--- src/include/ahb_axi_consts.svh ---
`ifndef AHB_AXI_CONSTS_SVH
`define AHB_AXI_CONSTS_SVH

// bus widths, fixed for the 32-bit bridge
`define AHB_AXI_ADDR_W 32
`define AHB_AXI_DATA_W 32
`define AHB_AXI_STRB_W 4   // one strobe per byte lane

// htrans encodings
`define AHB_HTRANS_IDLE   2'b00
`define AHB_HTRANS_BUSY   2'b01
`define AHB_HTRANS_NONSEQ 2'b10

`endif
--- src/hw/ahb_axi_pkg.sv ---
`include "ahb_axi_consts.svh"

package ahb_axi_pkg;

   // state of the AHB data phase handling
   typedef enum logic [1:0] {
      idle = 2'b00,   // no data phase in progress
      wr   = 2'b01,   // write stalled on a full buffer
      rd   = 2'b10,   // read waiting for the buffer
      pend = 2'b11    // read issued, waiting for R
   } bus_state_t;

   // same encoding on hsize and axsize
   typedef enum logic [2:0] {
      size_byte = 3'b000,
      size_half = 3'b001,
      size_word = 3'b010
   } xfer_size_t;

   typedef struct packed {
      logic [`AHB_AXI_ADDR_W-1:0] addr;
      xfer_size_t                 size;
      logic                       write;
      logic [`AHB_AXI_STRB_W-1:0] wstrb;
      logic                       misaligned;
   } ahb_req_t;

   typedef struct packed {
      logic [`AHB_AXI_ADDR_W-1:0] addr;
      xfer_size_t                 size;
      logic                       write;
      logic [`AHB_AXI_DATA_W-1:0] wdata;
      logic [`AHB_AXI_STRB_W-1:0] wstrb;
   } axi_cmd_t;

   typedef struct packed {
      logic [`AHB_AXI_ADDR_W-1:0] addr;
      xfer_size_t                 size;
   } axi_addr_t;

   typedef struct packed {
      logic [`AHB_AXI_DATA_W-1:0] data;
      logic [`AHB_AXI_STRB_W-1:0] strb;
   } axi_wbeat_t;

   typedef struct packed {
      logic [`AHB_AXI_DATA_W-1:0] data;
      logic                       err;   // or of the rresp bits
   } axi_rbeat_t;

endpackage

--- src/hw/ahb_to_axi_bridge.sv ---
`timescale 1ns/1ps
`include "ahb_axi_consts.svh"

module ahb_to_axi_bridge (
   input  logic                       ahb_clk,
   input  logic                       reset,
   // AHB-Lite slave
   input  logic [`AHB_AXI_ADDR_W-1:0] haddr,
   input  logic [2:0]                 hsize,
   input  logic [1:0]                 htrans,
   input  logic                       hwrite,
   input  logic [`AHB_AXI_DATA_W-1:0] hwdata,
   input  logic                       hsel,
   input  logic                       hreadyin,
   output logic [`AHB_AXI_DATA_W-1:0] hrdata,
   output logic                       hreadyout,
   output logic                       hresp,
   // AXI4 master
   output logic                       aw_valid,
   input  logic                       aw_ready,
   output ahb_axi_pkg::axi_addr_t     aw,
   output logic                       w_valid,
   input  logic                       w_ready,
   output ahb_axi_pkg::axi_wbeat_t    w,
   output logic                       ar_valid,
   input  logic                       ar_ready,
   output ahb_axi_pkg::axi_addr_t     ar,
   input  logic                       r_valid,
   input  ahb_axi_pkg::axi_rbeat_t    r
);
   import ahb_axi_pkg::*;

   ahb_req_t req;
   logic     active;
   logic     cmd_load;
   logic     cmd_full;
   logic     cmd_write;

   ahb_addr_phase u_addr_phase (
      .ahb_clk   (ahb_clk),
      .reset     (reset),
      .haddr     (haddr),
      .hsize     (hsize),
      .htrans    (htrans),
      .hwrite    (hwrite),
      .hsel      (hsel),
      .hreadyin  (hreadyin),
      .hreadyout (hreadyout),
      .req       (req),
      .active    (active)
   );

   ahb_resp_ctrl u_resp_ctrl (
      .ahb_clk   (ahb_clk),
      .reset     (reset),
      .req       (req),
      .active    (active),
      .hreadyin  (hreadyin),
      .cmd_full  (cmd_full),
      .cmd_write (cmd_write),
      .r_valid   (r_valid),
      .r         (r),
      .cmd_load  (cmd_load),
      .hreadyout (hreadyout),
      .hresp     (hresp),
      .hrdata    (hrdata)
   );

   axi_cmd_buffer u_cmd_buffer (
      .ahb_clk   (ahb_clk),
      .reset     (reset),
      .cmd_load  (cmd_load),
      .req       (req),
      .hwdata    (hwdata),
      .cmd_full  (cmd_full),
      .cmd_write (cmd_write),
      .aw_valid  (aw_valid),
      .aw_ready  (aw_ready),
      .aw        (aw),
      .w_valid   (w_valid),
      .w_ready   (w_ready),
      .w         (w),
      .ar_valid  (ar_valid),
      .ar_ready  (ar_ready),
      .ar        (ar)
   );

endmodule

--- src/hw/axi_cmd_buffer.sv ---
`timescale 1ns/1ps
`include "ahb_axi_consts.svh"

module axi_cmd_buffer (
   input  logic                       ahb_clk,
   input  logic                       reset,
   input  logic                       cmd_load,
   input  ahb_axi_pkg::ahb_req_t      req,
   input  logic [`AHB_AXI_DATA_W-1:0] hwdata,
   output logic                       cmd_full,
   output logic                       cmd_write,
   output logic                       aw_valid,
   input  logic                       aw_ready,
   output ahb_axi_pkg::axi_addr_t     aw,
   output logic                       w_valid,
   input  logic                       w_ready,
   output ahb_axi_pkg::axi_wbeat_t    w,
   output logic                       ar_valid,
   input  logic                       ar_ready,
   output ahb_axi_pkg::axi_addr_t     ar
);
   import ahb_axi_pkg::*;

   axi_cmd_t  entry;
   axi_cmd_t  entry_nxt;
   axi_addr_t addr_pl;
   logic      vld;
   logic      aw_done;
   logic      w_done;
   logic      aw_hs;
   logic      w_hs;
   logic      ar_hs;
   logic      free;

   assign aw_valid = vld & entry.write & ~aw_done;
   assign w_valid  = vld & entry.write & ~w_done;
   assign ar_valid = vld & ~entry.write;

   assign aw_hs = aw_valid & aw_ready;
   assign w_hs  = w_valid & w_ready;
   assign ar_hs = ar_valid & ar_ready;

   // entry frees on its last handshake, so a new load can follow in the same cycle
   assign free     = (vld & entry.write & (aw_done | aw_hs) & (w_done | w_hs)) | ar_hs;
   assign cmd_full = vld & ~free;
   assign cmd_write = entry.write;

   always_comb begin
      entry_nxt       = '0;
      entry_nxt.addr  = req.addr;
      entry_nxt.size  = req.size;
      entry_nxt.write = req.write;
      entry_nxt.wdata = hwdata;   // valid in the data phase
      entry_nxt.wstrb = req.wstrb;
   end

   always_ff @(posedge ahb_clk) begin
      if (reset) begin
         vld     <= 1'b0;
         aw_done <= 1'b0;
         w_done  <= 1'b0;
      end else if (cmd_load) begin
         vld     <= 1'b1;
         aw_done <= 1'b0;
         w_done  <= 1'b0;
      end else begin
         if (free) begin
            vld <= 1'b0;
         end
         if (aw_hs) begin
            aw_done <= 1'b1;   // aw taken, w may still wait
         end
         if (w_hs) begin
            w_done <= 1'b1;
         end
      end
   end

   always_ff @(posedge ahb_clk) begin
      if (cmd_load) begin
         entry <= entry_nxt;
      end
   end

   // AW and AR carry the same payload, only valid differs
   always_comb begin
      addr_pl      = '0;
      addr_pl.addr = entry.addr;
      addr_pl.size = entry.size;
   end

   assign aw = addr_pl;
   assign ar = addr_pl;

   always_comb begin
      w      = '0;
      w.data = entry.wdata;
      w.strb = entry.wstrb;
   end

endmodule

--- src/hw/ahb_resp_ctrl.sv ---
`timescale 1ns/1ps
`include "ahb_axi_consts.svh"

module ahb_resp_ctrl (
   input  logic                       ahb_clk,
   input  logic                       reset,
   input  ahb_axi_pkg::ahb_req_t      req,
   input  logic                       active,
   input  logic                       hreadyin,
   input  logic                       cmd_full,
   input  logic                       cmd_write,
   input  logic                       r_valid,
   input  ahb_axi_pkg::axi_rbeat_t    r,
   output logic                       cmd_load,
   output logic                       hreadyout,
   output logic                       hresp,
   output logic [`AHB_AXI_DATA_W-1:0] hrdata
);
   import ahb_axi_pkg::*;

   bus_state_t                 state;
   bus_state_t                 state_nxt;
   logic                       err_set;    // next cycle is the second error cycle
   logic                       err2_q;
   logic                       r_take;
   logic                       rdone_q;    // read beat captured last cycle
   logic                       rerr_q;
   logic [`AHB_AXI_DATA_W-1:0] rdata_q;

   always_comb begin
      state_nxt = state;
      cmd_load  = 1'b0;
      hreadyout = 1'b1;
      hresp     = 1'b0;
      err_set   = 1'b0;
      r_take    = 1'b0;
      if (err2_q) begin
         hresp = 1'b1;        // second error cycle completes the transfer
      end else if (rdone_q && rerr_q) begin
         hresp     = 1'b1;    // read error, first cycle
         hreadyout = 1'b0;
         err_set   = 1'b1;
      end else if (!rdone_q) begin
         case (state)
            idle: begin
               if (active) begin
                  if (req.misaligned) begin
                     hresp     = 1'b1;
                     hreadyout = 1'b0;
                     err_set   = 1'b1;
                  end else if (req.write) begin
                     if (cmd_full) begin
                        hreadyout = 1'b0;   // previous command still held
                        state_nxt = wr;
                     end else begin
                        cmd_load = 1'b1;
                     end
                  end else begin
                     hreadyout = 1'b0;      // reads always stall
                     if (cmd_full) begin
                        state_nxt = rd;
                     end else begin
                        cmd_load  = 1'b1;
                        state_nxt = pend;
                     end
                  end
               end
            end
            wr: begin
               if (cmd_full) begin
                  hreadyout = 1'b0;
               end else begin
                  cmd_load  = 1'b1;
                  state_nxt = idle;
               end
            end
            rd: begin
               hreadyout = 1'b0;
               if (!cmd_full) begin
                  cmd_load  = 1'b1;
                  state_nxt = pend;
               end
            end
            default: begin                  // pend
               hreadyout = 1'b0;
               if (r_valid && !cmd_write) begin
                  r_take    = 1'b1;
                  state_nxt = idle;
               end
            end
         endcase
      end
   end

   always_ff @(posedge ahb_clk) begin
      if (reset) begin
         state   <= idle;
         rdone_q <= 1'b0;
         err2_q  <= 1'b0;
      end else begin
         state   <= state_nxt;
         rdone_q <= r_take;
         err2_q  <= err_set | (err2_q & ~hreadyin);   // hold until the bus takes it
      end
   end

   always_ff @(posedge ahb_clk) begin
      if (r_take) begin
         rdata_q <= r.data;
         rerr_q  <= r.err;
      end
   end

   assign hrdata = rdata_q;

endmodule

--- src/hw/ahb_addr_phase.sv ---
`timescale 1ns/1ps
`include "ahb_axi_consts.svh"

module ahb_addr_phase (
   input  logic                       ahb_clk,
   input  logic                       reset,
   input  logic [`AHB_AXI_ADDR_W-1:0] haddr,
   input  logic [2:0]                 hsize,
   input  logic [1:0]                 htrans,
   input  logic                       hwrite,
   input  logic                       hsel,
   input  logic                       hreadyin,
   input  logic                       hreadyout,
   output ahb_axi_pkg::ahb_req_t      req,
   output logic                       active
);
   import ahb_axi_pkg::*;

   logic                       accept;
   logic                       xfer_valid;
   xfer_size_t                 size_in;
   logic [`AHB_AXI_STRB_W-1:0] strb;
   logic                       misaligned;
   ahb_req_t                   req_nxt;

   assign accept     = hreadyin & hreadyout;   // address phase sampled this edge
   assign xfer_valid = hsel & (htrans != `AHB_HTRANS_IDLE) & (htrans != `AHB_HTRANS_BUSY);
   assign size_in    = xfer_size_t'(hsize);

   // byte lanes touched by the transfer
   always_comb begin
      case (size_in)
         size_byte: strb = 4'b0001 << haddr[1:0];
         size_half: strb = haddr[1] ? 4'b1100 : 4'b0011;
         default:   strb = 4'b1111;
      endcase
   end

   assign misaligned = ((size_in == size_half) & haddr[0]) |
                       ((size_in == size_word) & (|haddr[1:0]));

   always_comb begin
      req_nxt            = '0;
      req_nxt.addr       = haddr;
      req_nxt.size       = size_in;
      req_nxt.write      = hwrite;
      req_nxt.wstrb      = strb;
      req_nxt.misaligned = misaligned;
   end

   // data phase follows every accepted valid transfer
   always_ff @(posedge ahb_clk) begin
      if (reset) begin
         active <= 1'b0;
      end else if (accept) begin
         active <= xfer_valid;   // idle or unselected cycle ends it
      end
   end

   always_ff @(posedge ahb_clk) begin
      if (accept && xfer_valid) begin
         req <= req_nxt;
      end
   end

endmodule

--- config.mk ---
export PLATFORM = sky130hd
export DESIGN_NAME = ahb_to_axi_bridge
export DESIGN_NICKNAME = d
export VERILOG_FILES = /design/src/hw/ahb_axi_pkg.sv /design/src/hw/ahb_to_axi_bridge.sv /design/src/hw/axi_cmd_buffer.sv /design/src/hw/ahb_resp_ctrl.sv /design/src/hw/ahb_addr_phase.sv
export VERILOG_INCLUDE_DIRS = /design/src /design/src/include
export SDC_FILE = /design/constraint.sdc
export NUM_CORES = 1
export LEC_CHECK = 0
export BUFFER_PORTS_ARGS = -buffer_cell sky130_fd_sc_hd__clkbuf_2
export CAP_MARGIN = 20
export CELL_PAD_IN_SITES_DETAIL_PLACEMENT = 1
export CELL_PAD_IN_SITES_GLOBAL_PLACEMENT = 2
export CORE_UTILIZATION = 33
export DETAILED_ROUTE_END_ITERATION = 7
export PLACE_DENSITY_LB_ADDON = 0.25
export SLEW_MARGIN = 20
export SYNTH_ARGS = -nofsm -noshare
export SYNTH_HDL_FRONTEND = slang
export SYNTH_SLANG_ARGS = --single-unit
--- constraint.sdc ---
create_clock -name ahb_clk -period 9.8 [get_ports ahb_clk]
set_clock_uncertainty 0.15 [all_clocks]
set_input_delay 1.47 -clock ahb_clk [delete_from_list [all_inputs] [get_ports ahb_clk]]
set_output_delay 1.47 -clock ahb_clk [all_outputs]
set_load 0.05 [all_outputs]
==> flow_summary.json <==
{
  "status": "finished, final reports clean",
  "wl_per_cell_microns": 16.83,
  "worstHoldPathType": "flip-flop to flip-flop",
  "via_count": 3093,
  "synth.net_count": 382,
  "placeableCoreArea_sq_mm": 0.01543,
  "synth_cell_type_count": 33,
  "cts.sink_count": 154,
  "synth_top_cell_area_share_pct": 82.95,
  "worst_setup_path_startpoint": "ar_ready",
  "placement_rows": 45,
  "p_leak_nw": 2.907,
  "detailedRoute.firstIterationViolations": 189,
  "detail_route.vias_per_cell": 4.249,
  "detail-route-antenna-nets": 0,
  "layout_common_cells": "clkbuf_2 (252), edfxtp_1 (146), clkbuf_16 (17), nor2_1 (12)",
  "pre_cts_ws_ns": 5.688,
  "cts_buffer_depth": 2,
  "timing.critical_path.to_type": "primary output",
  "floorplan.initialDensity_pct": 34.26,
  "final_common_cell": "clkbuf_2",
  "detailed_place_hpwl_microns": 9085,
  "power-per-cell-area_mw_per_mm2": 302.9,
  "detailed_route_wire_length_microns": 12250,
  "ys_top_cells_by_area": "edfxtp_1 (83%), buf_4 (5.0%), dfxtp_1 (3.0%), ha_1 (0.95%), nor2_1 (0.92%)",
  "synthesis.instances": 267,
  "finalWeightedCongestion": 0.6739,
  "fmax_mhz": 243.9,
  "post-route-min-period_ns": 4.100,
  "timing.setup.critical_path_class": "input pin to primary output",
  "synth.ff_latch_count": 154,
  "critPathArrivalTime_ns": 2.48,
  "die_width_microns": 128.6,
  "critical_path.max_fanout": 4,
  "grt_pass1_vias": 3208,
  "tightestPinTransition_ns": 1.020,
  "detail_route.drc_violations": 0,
  "fin_setup_tns_ns": 0,
  "grt_remaining_overflow": 0,
  "finalCritPeriodShare_pct": 41.83,
  "yosysTopAreaCell": "edfxtp_1",
  "cts.repair_timing.setup_buffer_count": 0,
  "synth.cell_area_sq_mm": 0.005285,
  "worst_setup_path_endpoint": "hreadyout",
  "postLayoutCoreUtil_pct": 46.24,
  "maximum_number_of_pins_on_one_net_before_global_route_repair": 42,
  "synth_warnings": 0,
  "wire_length_of_the_first_global_routing_pass_microns": 17660,
  "cts-buffers-inserted": 17,
  "diodes": 0,
  "grt_antenna_before_repair": 0,
  "synth_sequential_area_ratio_pct": 85.98,
  "io_buffers": 252,
  "layout.cells.non_filler": 728,
  "cell_count_of_the_worst_reg_to_reg_path": 6,
  "cts_repair_resize_count": 0,
  "r2r-end": "u_cmd_buffer.ar[14]$_DFFE_PP_",
  "worst_hold_path_cells": 0,
  "worst_setup_hold_path_clk_slew_ns": 0.06,
  "cp_data_required_time_ns": 8.18,
  "numPlacedInstances": 696,
  "cts_tree": "done",
  "cap_viol_max_count": 0,
  "drive_gt1_share_pct": 55.71,
  "drt_first_pass_iters": 4,
  "regToRegStartpoint": "u_resp_ctrl.state[0]$_SDFFE_PP0P_",
  "io_pins": 254,
  "ctsRootBufferMaster": "clkbuf_16",
  "hold_violations": 0,
  "report.final.slew_viol_count": 0,
  "area_of_the_die_sq_mm": 0.01653,
  "fin_worst_setup_slack_ns": 5.700,
  "clkLatencyLatePin_ns": 0.41,
  "vdd_drop_max_mv": 0.1153,
  "grt_use_total_pct": 14.78,
  "synthesis.area_per_instance_sq_um": 19.79,
  "syn_to_final_growth_pct": 34.97,
  "finalNetCount": 619,
  "setup_viol": 0,
  "relSlewSlack_pct": 32.02,
  "cts_hold_buf": 0,
  "reg2reg_setup_slack_ns": 6.78,
  "worst_setup_path_start_kind": "input pin",
  "fin_hold_ws_ns": 0.2703,
  "dieHeight_microns": 128.6,
  "grt_setup_unrepaired": "no",
  "cts_max_level": 4
}
[kinds of logic (layout without fill, tap and decap cells)]
group	after synthesis	after routing	synth area share, %
buffers and inverters	42	292	5.469
AOI/OAI and AO/OA	26	26	3.054
adders and majority gates	4	4	0.9470
and+or+nand+nor	38	38	3.930
muxes	3	3	0.6155
DFF	154	154	85.98
[stage by stage]
| step | area (sq um) | total power, W |
|---|---|---|
| finish | 7133 | 0.002161 |
| global route | 7133 | 0.002243 |
| CTS | 7133 | 0.002191 |
| detailed placement | 6568 | 0.001561 |
| global placement | 6568 | 0.001554 |
| floorplan | 5285 | 0.001442 |
[cells in the mapped netlist (all sizes together)]
library cell / number
edfxtp: 146
o211ai: 1
nor3: 3
nand3b: 1
and3: 2
nand2: 4
or4b: 1
clkbuf: 1
o32a: 1
nor4: 1
dfxtp: 8
nand3: 1
mux2: 2
and2: 1
mux2i: 1
buf: 35
a211oi: 1
o22a: 1
nand2b: 2
or3b: 1
a21oi: 8
inv: 6
ha: 4
or4bb: 1
o21ai: 9
o311ai: 1
nor2: 13
o21a: 1
and3b: 2
o221ai: 1
nor2b: 5
a31oi: 2
[per-layer routing]
layer	GRT usage (%)	up-vias	wire length (microns)
li1	-	1455	-
met1	14.86	1482	4288
met2	27.63	138	6761
met3	4.366	18	949
met4	7.405	0	255
met5	0	-	0
[report_power, final]
group / total (W) / leakage (nW) / internal [W] / switching, W
Combinational: 0.000645 / 1.26 / 0.000109 / 0.000535
Sequential: 0.000893 / 1.39 / 0.000849 / 0.0000443
Clock: 0.000623 / 0.256 / 0.000353 / 0.000269
Total: 0.00216 / 2.91 / 0.00131 / 0.000849
[worst max-delay path, cell delays in order]
cell,delay [ns]
clkbuf_2,0.09
or3b_1,0.42
o221ai_1,0.13
a21oi_1,0.12
clkbuf_2,0.26
[area by class of cell]
| class | instances | area, sq um |
|---|---|---|
| clock inverter | 15 | 140.1 |
| clock buffer | 17 | 425.4 |
| multi-input combinational | 71 | 460.4 |
| inverter | 6 | 22.52 |
| sequential | 154 | 4544 |
| tap | 211 | 264.0 |
| timing repair buffer | 254 | 1276 |
| fill | 1618 | 8294 |
[state kept, by name, summed over array words and instances, names as in the netlist]
signal / count
u_cmd_buffer.cmd_write: 1
u_resp_ctrl.hrdata: 32
u_addr_phase.active: 1
u_resp_ctrl.state: 2
u_resp_ctrl.rerr_q: 1
u_resp_ctrl.err2_q: 1
u_cmd_buffer.w_done: 1
u_resp_ctrl.rdone_q: 1
u_cmd_buffer.ar: 35
u_cmd_buffer.aw_done: 1
u_cmd_buffer.w: 36
u_addr_phase.req: 41
u_cmd_buffer.vld: 1
[worst min path at each step]
stage / start / endpoint / slack (ns)
4_1_cts: u_addr_phase.req[14]$_DFFE_PP_ / u_cmd_buffer.ar[8]$_DFFE_PP_ / 0.27
5_1_grt: u_addr_phase.req[14]$_DFFE_PP_ / u_cmd_buffer.ar[8]$_DFFE_PP_ / 0.27
6_report: u_addr_phase.req[14]$_DFFE_PP_ / u_cmd_buffer.ar[8]$_DFFE_PP_ / 0.27
3_5_place_dp: u_addr_phase.req[27]$_DFFE_PP_ / u_cmd_buffer.ar[21]$_DFFE_PP_ / 0.26
2_1_floorplan: u_addr_phase.req[6]$_DFFE_PP_ / u_cmd_buffer.ar[0]$_DFFE_PP_ / 0.25
3_3_place_gp: u_addr_phase.req[14]$_DFFE_PP_ / u_cmd_buffer.ar[8]$_DFFE_PP_ / 0.25
No activity file was read; power rests on OpenSTA's default activity.
